## src/design/rx_fe_defs.svh

```systemverilog
// RX front end settings addresses and datapath widths
`ifndef RX_FE_DEFS_SVH
`define RX_FE_DEFS_SVH

// Settings bus register addresses
`define RX_FE_SR_MAG    8'd0
`define RX_FE_SR_PHASE  8'd1
`define RX_FE_SR_OFS_I  8'd2
`define RX_FE_SR_OFS_Q  8'd3
`define RX_FE_SR_MAP    8'd4

// ADC input and rounded output width
`define RX_FE_ADC_W     16

// Internal datapath width, Q1.23
`define RX_FE_DSP_W     24

// Imbalance correction coefficients, Q1.17
`define RX_FE_COEF_W    18

// Settings bus widths
`define RX_FE_SET_AW    8
`define RX_FE_SET_DW    32

`endif

```

## src/design/rx_fe_pkg.sv

```systemverilog
// RX front end types for in-flight samples, corrections and settings words
`include "rx_fe_defs.svh"

package rx_fe_pkg;

  // One sample moving between pipeline stages
  typedef struct packed {
    logic                           strb;
    logic signed [`RX_FE_DSP_W-1:0] i;
    logic signed [`RX_FE_DSP_W-1:0] q;
  } rx_fe_sample_t;

  // I/Q mapping flags
  typedef struct packed {
    logic bypass_all;
    logic invert_i;
    logic invert_q;
    logic realmode;
    logic swap_iq;
  } rx_fe_map_t;

  // Correction values, mag and phase are Q1.17
  typedef struct packed {
    logic signed [`RX_FE_COEF_W-1:0] mag;
    logic signed [`RX_FE_COEF_W-1:0] phase;
    logic signed [`RX_FE_DSP_W-1:0]  ofs_i;
    logic signed [`RX_FE_DSP_W-1:0]  ofs_q;
  } rx_fe_corr_t;

  // Settings data word, read as a coefficient or as mapping flags
  typedef union packed {
    logic [`RX_FE_SET_DW-1:0] raw;
    struct packed {
      logic [23:0] rsvd_hi;
      logic        bypass_all;
      logic [1:0]  rsvd_mid;
      logic        invert_i;
      logic        invert_q;
      logic        rsvd_lo;
      logic        realmode;
      logic        swap_iq;
    } map;
  } rx_fe_set_word_u;

endpackage

```

## src/design/rx_dc_offset.sv

```systemverilog
// DC offset stage, adds a signed offset to each channel with saturation
`timescale 1ns/1ns
`include "rx_fe_defs.svh"

module rx_dc_offset import rx_fe_pkg::*; (
  input  logic                           clk,
  input  logic                           reset,
  input  rx_fe_sample_t                  smp_i,
  input  logic signed [`RX_FE_DSP_W-1:0] ofs_i_i,
  input  logic signed [`RX_FE_DSP_W-1:0] ofs_q_i,
  output rx_fe_sample_t                  smp_o
);

  localparam int unsigned W = `RX_FE_DSP_W;

  // Clip a W+1 bit sum back into W bits
  function automatic logic signed [W-1:0] sat_sum(input logic signed [W:0] x);
    logic signed [W-1:0] y;
    if (x[W] != x[W-1]) begin
      // Overflow, pick the rail on the side of the true sign
      y = x[W] ? {1'b1, {(W-1){1'b0}}} : {1'b0, {(W-1){1'b1}}};
    end else begin
      y = x[W-1:0];
    end
    return y;
  endfunction

  logic signed [W:0]   sum_i;
  logic signed [W:0]   sum_q;

  logic                strb_r;
  logic signed [W-1:0] i_r;
  logic signed [W-1:0] q_r;

  // One extra bit so the add itself can never wrap
  always_comb begin
    sum_i = smp_i.i + ofs_i_i;
    sum_q = smp_i.q + ofs_q_i;
  end

  always_ff @(posedge clk) begin
    if (reset) begin
      strb_r <= 1'b0;
    end else begin
      strb_r <= smp_i.strb;
    end
  end

  always_ff @(posedge clk) begin
    i_r <= sat_sum(sum_i);
    q_r <= sat_sum(sum_q);
  end

  assign smp_o = '{strb: strb_r, i: i_r, q: q_r};

endmodule

```

## src/design/rx_fe_settings.sv

```systemverilog
// RX front end settings bank, decodes bus writes into mapping flags and corrections
`timescale 1ns/1ns
`include "rx_fe_defs.svh"

module rx_fe_settings import rx_fe_pkg::*; (
  input  logic                      clk,
  input  logic                      reset,
  input  logic                      set_stb_i,
  input  logic [`RX_FE_SET_AW-1:0]  set_addr_i,
  input  rx_fe_set_word_u           set_data_i,
  output rx_fe_map_t                map_o,
  output rx_fe_corr_t               corr_o
);

  rx_fe_map_t  map_r;
  rx_fe_corr_t corr_r;

  // Flags pulled out of the map view of the data word
  rx_fe_map_t  map_wr;

  always_comb begin
    map_wr.bypass_all = set_data_i.map.bypass_all;
    map_wr.invert_i   = set_data_i.map.invert_i;
    map_wr.invert_q   = set_data_i.map.invert_q;
    map_wr.realmode   = set_data_i.map.realmode;
    map_wr.swap_iq    = set_data_i.map.swap_iq;
  end

  always_ff @(posedge clk) begin
    if (reset) begin
      map_r  <= '0;
      corr_r <= '0;
    end else if (set_stb_i) begin
      case (set_addr_i)
        `RX_FE_SR_MAG: begin
          corr_r.mag <= set_data_i.raw[`RX_FE_COEF_W-1:0];
        end
        `RX_FE_SR_PHASE: begin
          corr_r.phase <= set_data_i.raw[`RX_FE_COEF_W-1:0];
        end
        `RX_FE_SR_OFS_I: begin
          corr_r.ofs_i <= set_data_i.raw[`RX_FE_DSP_W-1:0];
        end
        `RX_FE_SR_OFS_Q: begin
          corr_r.ofs_q <= set_data_i.raw[`RX_FE_DSP_W-1:0];
        end
        `RX_FE_SR_MAP: begin
          map_r <= map_wr;
        end
        default: begin
          // Addresses outside the bank are ignored
        end
      endcase
    end
  end

  assign map_o  = map_r;
  assign corr_o = corr_r;

endmodule

```

## src/design/rx_frontend.sv

```systemverilog
// RX front end top, settings bank and four-stage I/Q pipeline with raw bypass
`timescale 1ns/1ns
`include "rx_fe_defs.svh"

module rx_frontend import rx_fe_pkg::*; (
  input  logic                     clk,
  input  logic                     reset,
  input  logic                     set_stb_i,
  input  logic [`RX_FE_SET_AW-1:0] set_addr_i,
  input  logic [`RX_FE_SET_DW-1:0] set_data_i,
  input  logic                     adc_stb_i,
  input  logic [`RX_FE_ADC_W-1:0]  adc_i_i,
  input  logic [`RX_FE_ADC_W-1:0]  adc_q_i,
  output logic                     rx_stb_o,
  output logic [`RX_FE_ADC_W-1:0]  rx_i_o,
  output logic [`RX_FE_ADC_W-1:0]  rx_q_o
);

  rx_fe_map_t                     map;
  rx_fe_corr_t                    corr;
  rx_fe_sample_t                  smp_map;
  rx_fe_sample_t                  smp_ofs;
  rx_fe_sample_t                  smp_comp;
  logic signed [`RX_FE_ADC_W-1:0] rnd_i;
  logic signed [`RX_FE_ADC_W-1:0] rnd_q;

  rx_fe_settings rx_fe_settings_i (
    .clk        (clk),
    .reset      (reset),
    .set_stb_i  (set_stb_i),
    .set_addr_i (set_addr_i),
    .set_data_i (set_data_i),
    .map_o      (map),
    .corr_o     (corr)
  );

  rx_iq_map rx_iq_map_i (
    .clk       (clk),
    .reset     (reset),
    .adc_stb_i (adc_stb_i),
    .adc_i_i   (adc_i_i),
    .adc_q_i   (adc_q_i),
    .map_i     (map),
    .smp_o     (smp_map)
  );

  rx_dc_offset rx_dc_offset_i (
    .clk     (clk),
    .reset   (reset),
    .smp_i   (smp_map),
    .ofs_i_i (corr.ofs_i),
    .ofs_q_i (corr.ofs_q),
    .smp_o   (smp_ofs)
  );

  rx_iq_comp rx_iq_comp_i (
    .clk     (clk),
    .reset   (reset),
    .smp_i   (smp_ofs),
    .mag_i   (corr.mag),
    .phase_i (corr.phase),
    .smp_o   (smp_comp)
  );

  rx_round rx_round_i (
    .clk      (clk),
    .reset    (reset),
    .smp_i    (smp_comp),
    .rx_stb_o (rx_stb_o),
    .rx_i_o   (rnd_i),
    .rx_q_o   (rnd_q)
  );

  // Raw ADC words skip the whole pipeline, the strobe does not
  assign rx_i_o = map.bypass_all ? adc_i_i : rnd_i;
  assign rx_q_o = map.bypass_all ? adc_q_i : rnd_q;

endmodule

```

## src/design/rx_iq_comp.sv

```systemverilog
// I/Q imbalance stage, two-cycle multiply-add-clip for magnitude and phase
`timescale 1ns/1ns
`include "rx_fe_defs.svh"

module rx_iq_comp import rx_fe_pkg::*; (
  input  logic                            clk,
  input  logic                            reset,
  input  rx_fe_sample_t                   smp_i,
  input  logic signed [`RX_FE_COEF_W-1:0] mag_i,
  input  logic signed [`RX_FE_COEF_W-1:0] phase_i,
  output rx_fe_sample_t                   smp_o
);

  localparam int unsigned W  = `RX_FE_DSP_W;
  localparam int unsigned CW = `RX_FE_COEF_W;
  localparam int unsigned PW = 2 * CW;
  // Q2.34 product realigned to the Q1.23 datapath
  localparam int unsigned SH = PW - 1 - W;

  // Clip a W+2 bit sum into W bits
  function automatic logic signed [W-1:0] sat_sum(input logic signed [W+1:0] x);
    logic signed [W-1:0] y;
    if (x > $signed({{3{1'b0}}, {(W-1){1'b1}}})) begin
      y = {1'b0, {(W-1){1'b1}}};
    end else if (x < $signed({{3{1'b1}}, {(W-1){1'b0}}})) begin
      y = {1'b1, {(W-1){1'b0}}};
    end else begin
      y = x[W-1:0];
    end
    return y;
  endfunction

  logic signed [CW-1:0] i_top;

  logic signed [PW-1:0] prod_mag_r;
  logic signed [PW-1:0] prod_phase_r;
  logic signed [W-1:0]  i_d;
  logic signed [W-1:0]  q_d;

  logic signed [W:0]    adj_mag;
  logic signed [W:0]    adj_phase;
  logic signed [W+1:0]  sum_i;
  logic signed [W+1:0]  sum_q;

  logic [1:0]           strb_d;
  logic signed [W-1:0]  i_r;
  logic signed [W-1:0]  q_r;

  assign i_top = smp_i.i[W-1:W-CW];

  // Cycle one, both products come from I
  always_ff @(posedge clk) begin
    prod_mag_r   <= i_top * mag_i;
    prod_phase_r <= i_top * phase_i;
    i_d          <= smp_i.i;
    q_d          <= smp_i.q;
  end

  // Cycle two, arithmetic shift is just the upper product bits
  always_comb begin
    adj_mag   = prod_mag_r[PW-1:SH];
    adj_phase = prod_phase_r[PW-1:SH];
    sum_i     = i_d + adj_mag;
    sum_q     = q_d + adj_phase;
  end

  always_ff @(posedge clk) begin
    i_r <= sat_sum(sum_i);
    q_r <= sat_sum(sum_q);
  end

  always_ff @(posedge clk) begin
    if (reset) begin
      strb_d <= 2'b00;
    end else begin
      strb_d <= {strb_d[0], smp_i.strb};
    end
  end

  assign smp_o = '{strb: strb_d[1], i: i_r, q: q_r};

endmodule

```

## src/design/rx_iq_map.sv

```systemverilog
// I/Q mapping stage, swaps, inverts and zeroes channels and widens them to 24 bits
`timescale 1ns/1ns
`include "rx_fe_defs.svh"

module rx_iq_map import rx_fe_pkg::*; (
  input  logic                     clk,
  input  logic                     reset,
  input  logic                     adc_stb_i,
  input  logic [`RX_FE_ADC_W-1:0]  adc_i_i,
  input  logic [`RX_FE_ADC_W-1:0]  adc_q_i,
  input  rx_fe_map_t               map_i,
  output rx_fe_sample_t            smp_o
);

  logic [`RX_FE_ADC_W-1:0] src_i;
  logic [`RX_FE_ADC_W-1:0] src_q;
  logic [`RX_FE_ADC_W-1:0] adc_i_inv;
  logic [`RX_FE_ADC_W-1:0] adc_q_inv;

  logic                    strb_r;
  logic [`RX_FE_DSP_W-1:0] i_r;
  logic [`RX_FE_DSP_W-1:0] q_r;

  // Inversion flags stay tied to their ADC input, not to the output channel
  assign adc_i_inv = map_i.invert_i ? ~adc_i_i : adc_i_i;
  assign adc_q_inv = map_i.invert_q ? ~adc_q_i : adc_q_i;

  always_comb begin
    src_i = map_i.swap_iq ? adc_q_inv : adc_i_inv;
    src_q = map_i.swap_iq ? adc_i_inv : adc_q_inv;
    if (map_i.realmode) begin
      src_q = '0;
    end
  end

  always_ff @(posedge clk) begin
    if (reset) begin
      strb_r <= 1'b0;
    end else begin
      strb_r <= adc_stb_i;
    end
  end

  // ADC word lands in the top bits, zero fill below
  always_ff @(posedge clk) begin
    i_r <= {src_i, 8'd0};
    q_r <= {src_q, 8'd0};
  end

  assign smp_o = '{strb: strb_r, i: i_r, q: q_r};

endmodule

```

## src/design/rx_round.sv

```systemverilog
// Rounding stage, error-feedback rounding of each channel from 24 to 16 bits
`timescale 1ns/1ns
`include "rx_fe_defs.svh"

module rx_round import rx_fe_pkg::*; (
  input  logic                           clk,
  input  logic                           reset,
  input  rx_fe_sample_t                  smp_i,
  output logic                           rx_stb_o,
  output logic signed [`RX_FE_ADC_W-1:0] rx_i_o,
  output logic signed [`RX_FE_ADC_W-1:0] rx_q_o
);

  localparam int unsigned IW = `RX_FE_DSP_W;
  localparam int unsigned OW = `RX_FE_ADC_W;
  localparam int unsigned DW = IW - OW;
  // Residue stays within half an output LSB either way
  localparam int unsigned EW = DW + 1;
  localparam int unsigned SW = IW + 2;

  // One channel, returns the rounded word and the next residue
  task automatic round_ch(input  logic signed [IW-1:0] x,
                          input  logic signed [EW-1:0] err,
                          output logic signed [OW-1:0] y,
                          output logic signed [EW-1:0] err_n);
    logic signed [SW-1:0] sum;
    logic signed [SW-1:0] res;
    sum = x + err;
    res = (sum + SW'(1 << (DW - 1))) >>> DW;
    if (res > $signed(SW'((1 << (OW - 1)) - 1))) begin
      y     = {1'b0, {(OW-1){1'b1}}};
      err_n = '0;
    end else if (res < -$signed(SW'(1 << (OW - 1)))) begin
      y     = {1'b1, {(OW-1){1'b0}}};
      err_n = '0;
    end else begin
      y     = res[OW-1:0];
      err_n = EW'(sum - (res <<< DW));
    end
  endtask

  logic signed [EW-1:0] err_i_r, err_q_r;
  logic signed [EW-1:0] err_i_n, err_q_n;
  logic signed [OW-1:0] y_i, y_q;

  always_comb begin
    round_ch(smp_i.i, err_i_r, y_i, err_i_n);
    round_ch(smp_i.q, err_q_r, y_q, err_q_n);
  end

  always_ff @(posedge clk) begin
    if (reset) begin
      rx_stb_o <= 1'b0;
      err_i_r  <= '0;
      err_q_r  <= '0;
    end else begin
      rx_stb_o <= smp_i.strb;
      if (smp_i.strb) begin
        err_i_r <= err_i_n;
        err_q_r <= err_q_n;
      end
    end
  end

  // Output words hold between strobes
  always_ff @(posedge clk) begin
    if (smp_i.strb) begin
      rx_i_o <= y_i;
      rx_q_o <= y_q;
    end
  end

endmodule

```

## config.mk

```make
export PLATFORM = sky130hd
export DESIGN_NAME = rx_frontend
export DESIGN_NICKNAME = d
export VERILOG_FILES = /design/src/design/rx_fe_pkg.sv /design/src/design/rx_dc_offset.sv /design/src/design/rx_fe_settings.sv /design/src/design/rx_frontend.sv /design/src/design/rx_iq_comp.sv /design/src/design/rx_iq_map.sv /design/src/design/rx_round.sv
export VERILOG_INCLUDE_DIRS = /design/src /design/src/design
export SDC_FILE = /design/constraint.sdc
export NUM_CORES = 2
export LEC_CHECK = 0
export BUFFER_PORTS_ARGS = -buffer_cell sky130_fd_sc_hd__buf_2
export CORE_MARGIN = 2
export CORE_UTILIZATION = 56
export DETAILED_ROUTE_END_ITERATION = 10
export GPL_TIMING_DRIVEN = 1
export PLACE_DENSITY = 0.84
export SKIP_CTS_REPAIR_TIMING = 1
export SLEW_MARGIN = 40
export SYNTH_ARGS = -nofsm -noshare
export SYNTH_HDL_FRONTEND = slang
export SYNTH_SLANG_ARGS = --single-unit
```

## constraint.sdc

```tcl
create_clock -name clk -period 7.5 [get_ports clk]
set_clock_uncertainty 0.2 [all_clocks]
set_input_delay 0 -clock clk [delete_from_list [all_inputs] [get_ports clk]]
set_output_delay 0 -clock clk [all_outputs]
set_load 0.02 [all_outputs]
```

==> impl_metrics.toml <==
[floorplanning]
die_height_um = 277
start_util_pct = 56.4
die-area_um2 = 76700
ios = 109
rows = 100
die_w_um = 277
coreArea_um2 = 74100

[clock_network]
cts_sinks = 368
clk_path_buf_depth = 3
clockRootBuffer = "clkbuf_16"
htreeDepth = 2
cts_tree = "built"
clk_latency_ns = 0.59
cts_buffers = 40
clkTransAtPathRegs_ns = 0.07

[layout]
final_common_cell = "inv_1"
drive_gt1_share_pct = 7.82
fin_util_pct = 61.7
final_cell_mix = "796 x inv_1, 662 x fa_1, 553 x nand2_1"
synthToLayoutAreaGrowth_pct = 9.41
layout.nets = 5720
finalInstanceArea_um2 = 45700

[critical_path]
critPathLaunchType = "register"
reg2reg_slack_ns = 0.23
cp-end-kind = "register"
worst_ep_arrival_time_ns = 7.51
crit_type = "register to register"
cp_data_required_time_ns = 7.74
cp_max_fo = 19

[sta]
tightest_slew_ns = 0.864
finalHoldWorstSlack_ns = 0.0216
hold_viol = 0
maxSlewHeadroom_pct = 42.2
post-route-period-util_pct = 96.9
max_freq_mhz = 138
fin_crit_ns = 7.27
maxSlewViolCount = 0
finalSetupViolCount = 0

[global_routing]
grt_pass1_vias = 33023
grt_util_all_layers_pct = 27.5
grt.overflow.total = 0
grt_first_pass_wirelength_um = 170000
antenna_found_initial = 3
grt_max_degree = 98

[synth]
synth_top_area_share_pct = 31.7
synth-edff-count = 32
ys_seq_area_share_pct = 18.4
synth-main-ff-cell = "dfxtp_1"
netlist_instances = 4560
synth_nets = 5606
synthDistinctLibCells = 95
synth_area_um2 = 41700
async_reset_ff_share_pct = 0
yosysWarnings = 0
syn_avg_cell_area_um2 = 9.15
synth_area_leader_cell = "fa_1"
synth_area_leaders = "fa_1 32%, dfxtp_1 16%, ha_1 9.2%"
synth-seq-cells = 368

[pwr]
p_per_area_nw_per_um2 = 111
p_leak_uw = 0.0225
irDropWorstVdd_mv = 0.132

[drt]
first_pass_iters = 6
antenna_left = 0
vias = 32158
routedWlPerCell_um = 18.8
drtIter0Drc = 2773
viasPerCell = 5.67
drc_errors = 0
drt-total-wl_um = 107000

[place]
place_congestion = 1.02
dpl_cell_area_um2 = 43400
port_buffers = 100
dp_hpwl_um = 81400

[status]
status = "finished clean"

[min_path]
hold_class = "input port to register"

[run]
maxCapViolCount = 0
==> logic make-up (layout without fill, tap and decap cells) <==
group / count (synthesis) / in the layout / synth area share [%]
AND/OR/NAND/NOR: 1291 / 1291 / 15.1
buffers and inverters: 1000 / 1144 / 9.09
adder cells (fa/ha/maj): 970 / 970 / 41.0
AO/OA/AOI/OAI: 676 / 676 / 10.8
flip-flops: 368 / 368 / 18.4
XOR/XNOR: 214 / 214 / 4.49
multiplexers: 41 / 41 / 1.08
other: 0 / 1 / 0
==> path summary, 6_finish.rpt <==
path                            cells past startpoint                                      from                                        to
worst max-delay path                               23  rx_fe_settings_i.corr_o[51]$_SDFFE_PP0P_     rx_iq_comp_i.prod_phase_r[35]$_DFF_P_
worst min-delay path                                6                             set_addr_i[6]  rx_fe_settings_i.corr_o[81]$_SDFFE_PP0P_
worst max register to register                     23  rx_fe_settings_i.corr_o[51]$_SDFFE_PP0P_     rx_iq_comp_i.prod_phase_r[35]$_DFF_P_
worst min register to register                      0            rx_dc_offset_i.q_r[18]$_DFF_P_              rx_iq_comp_i.q_d[18]$_DFF_P_
==> where the power goes <==
group	internal, µW	switching [µW]
registers	2090	72.1
clock network	1200	890
logic	313	511
total	3600	1470
==> per-stage QoR <==
step	setup slack [ns]	power (µW)	instances	setup TNS, ns
after floorplan	0.999	2690	4560	0
after global placement	0.214	2940	5513	0
after detailed placement	0.0728	2960	5516	0
after CTS	-0.0245	5040	5588	-0.0245
after global routing	-0.00935	5240	5673	-0.00935
final	0.230	5080	5674	0
==> synth_stat cells, types with 6 or more instances <==
master    count
mux2_2       32
nor3_1       28
xor2_1       74
o21ai_2      10
xnor2_1     140
dfxtp_1     336
fa_1        662
nand3_1      33
and2_1      335
a211oi_1     43
mux2i_1       9
a22o_1        6
a41oi_1       9
o21bai_1     16
nor2b_1      28
nand3b_1      6
a21oi_1     227
and4_1        7
a21o_1      100
o211ai_1     12
nand4_1      13
o31ai_1      12
o21ai_1       9
or3_1         8
nor4_1        6
ha_1        308
clkbuf_1    186
and3_1       26
a31oi_1      11
inv_1       797
edfxtp_1     32
a31o_2       11
o21a_1       59
nand2b_1     26
or2_2        12
buf_2        10
o21ai_0      75
nor2_1      179
a211o_1       9
nand2_1     553
==> routing by layer <==
metal / vias up / global-route usage (%) / wire (µm)
li1: 14521 / - / -
met1: 15750 / 35.3 / 41700
met2: 1502 / 45.9 / 49800
met3: 385 / 5.59 / 10100
met4: 0 / 10.9 / 5180
met5: - / 0 / 0
==> critical path, stage by stage (launching register included) <==
cell,delay [ns]
dfxtp_2,0.61
nand2_1,0.14
fa_1,0.53
fa_1,0.51
fa_1,0.51
inv_1,0.06
fa_1,0.50
fa_1,0.50
inv_1,0.06
fa_1,0.48
inv_1,0.04
ha_1,0.34
a21o_1,0.20
a211o_1,0.30
a21oi_1,0.33
nor2_1,0.12
o31ai_1,0.36
and3b_1,0.21
nor3_1,0.05
buf_4,0.15
a211oi_1,0.45
a21oi_1,0.18
a21oi_1,0.22
xnor2_1,0.08
==> registers in the layout, indices dropped and copies added, names as in the netlist <==
name	flops
rx_iq_comp_i.prod_mag_r	25
rx_iq_comp_i.i_r	24
rx_round_i.rx_i_o	16
rx_iq_comp_i.strb_d	2
rx_iq_comp_i.q_d	24
rx_iq_map_i.strb_r	1
rx_iq_map_i.q_r	16
rx_iq_map_i.i_r	16
rx_iq_comp_i.prod_phase_r	25
rx_round_i.rx_stb_o	1
rx_round_i.err_q_r	8
rx_fe_settings_i.map_o	5
rx_iq_comp_i.q_r	24
rx_round_i.rx_q_o	16
rx_dc_offset_i.i_r	24
rx_dc_offset_i.q_r	24
rx_round_i.err_i_r	8
rx_dc_offset_i.strb_r	1
rx_fe_settings_i.corr_o	84
rx_iq_comp_i.i_d	24
==> final cells by class <==
type	instances	area [µm²]
timing repair buffer	274	2070
sequential	368	7700
multi-input combinational	3192	30300
inverter	798	3000
tap	969	1210
clock inverter	21	270
clock buffer	51	1100
fill	5697	28400
antenna	1	2.50
Power figures use the tool's default switching activity.
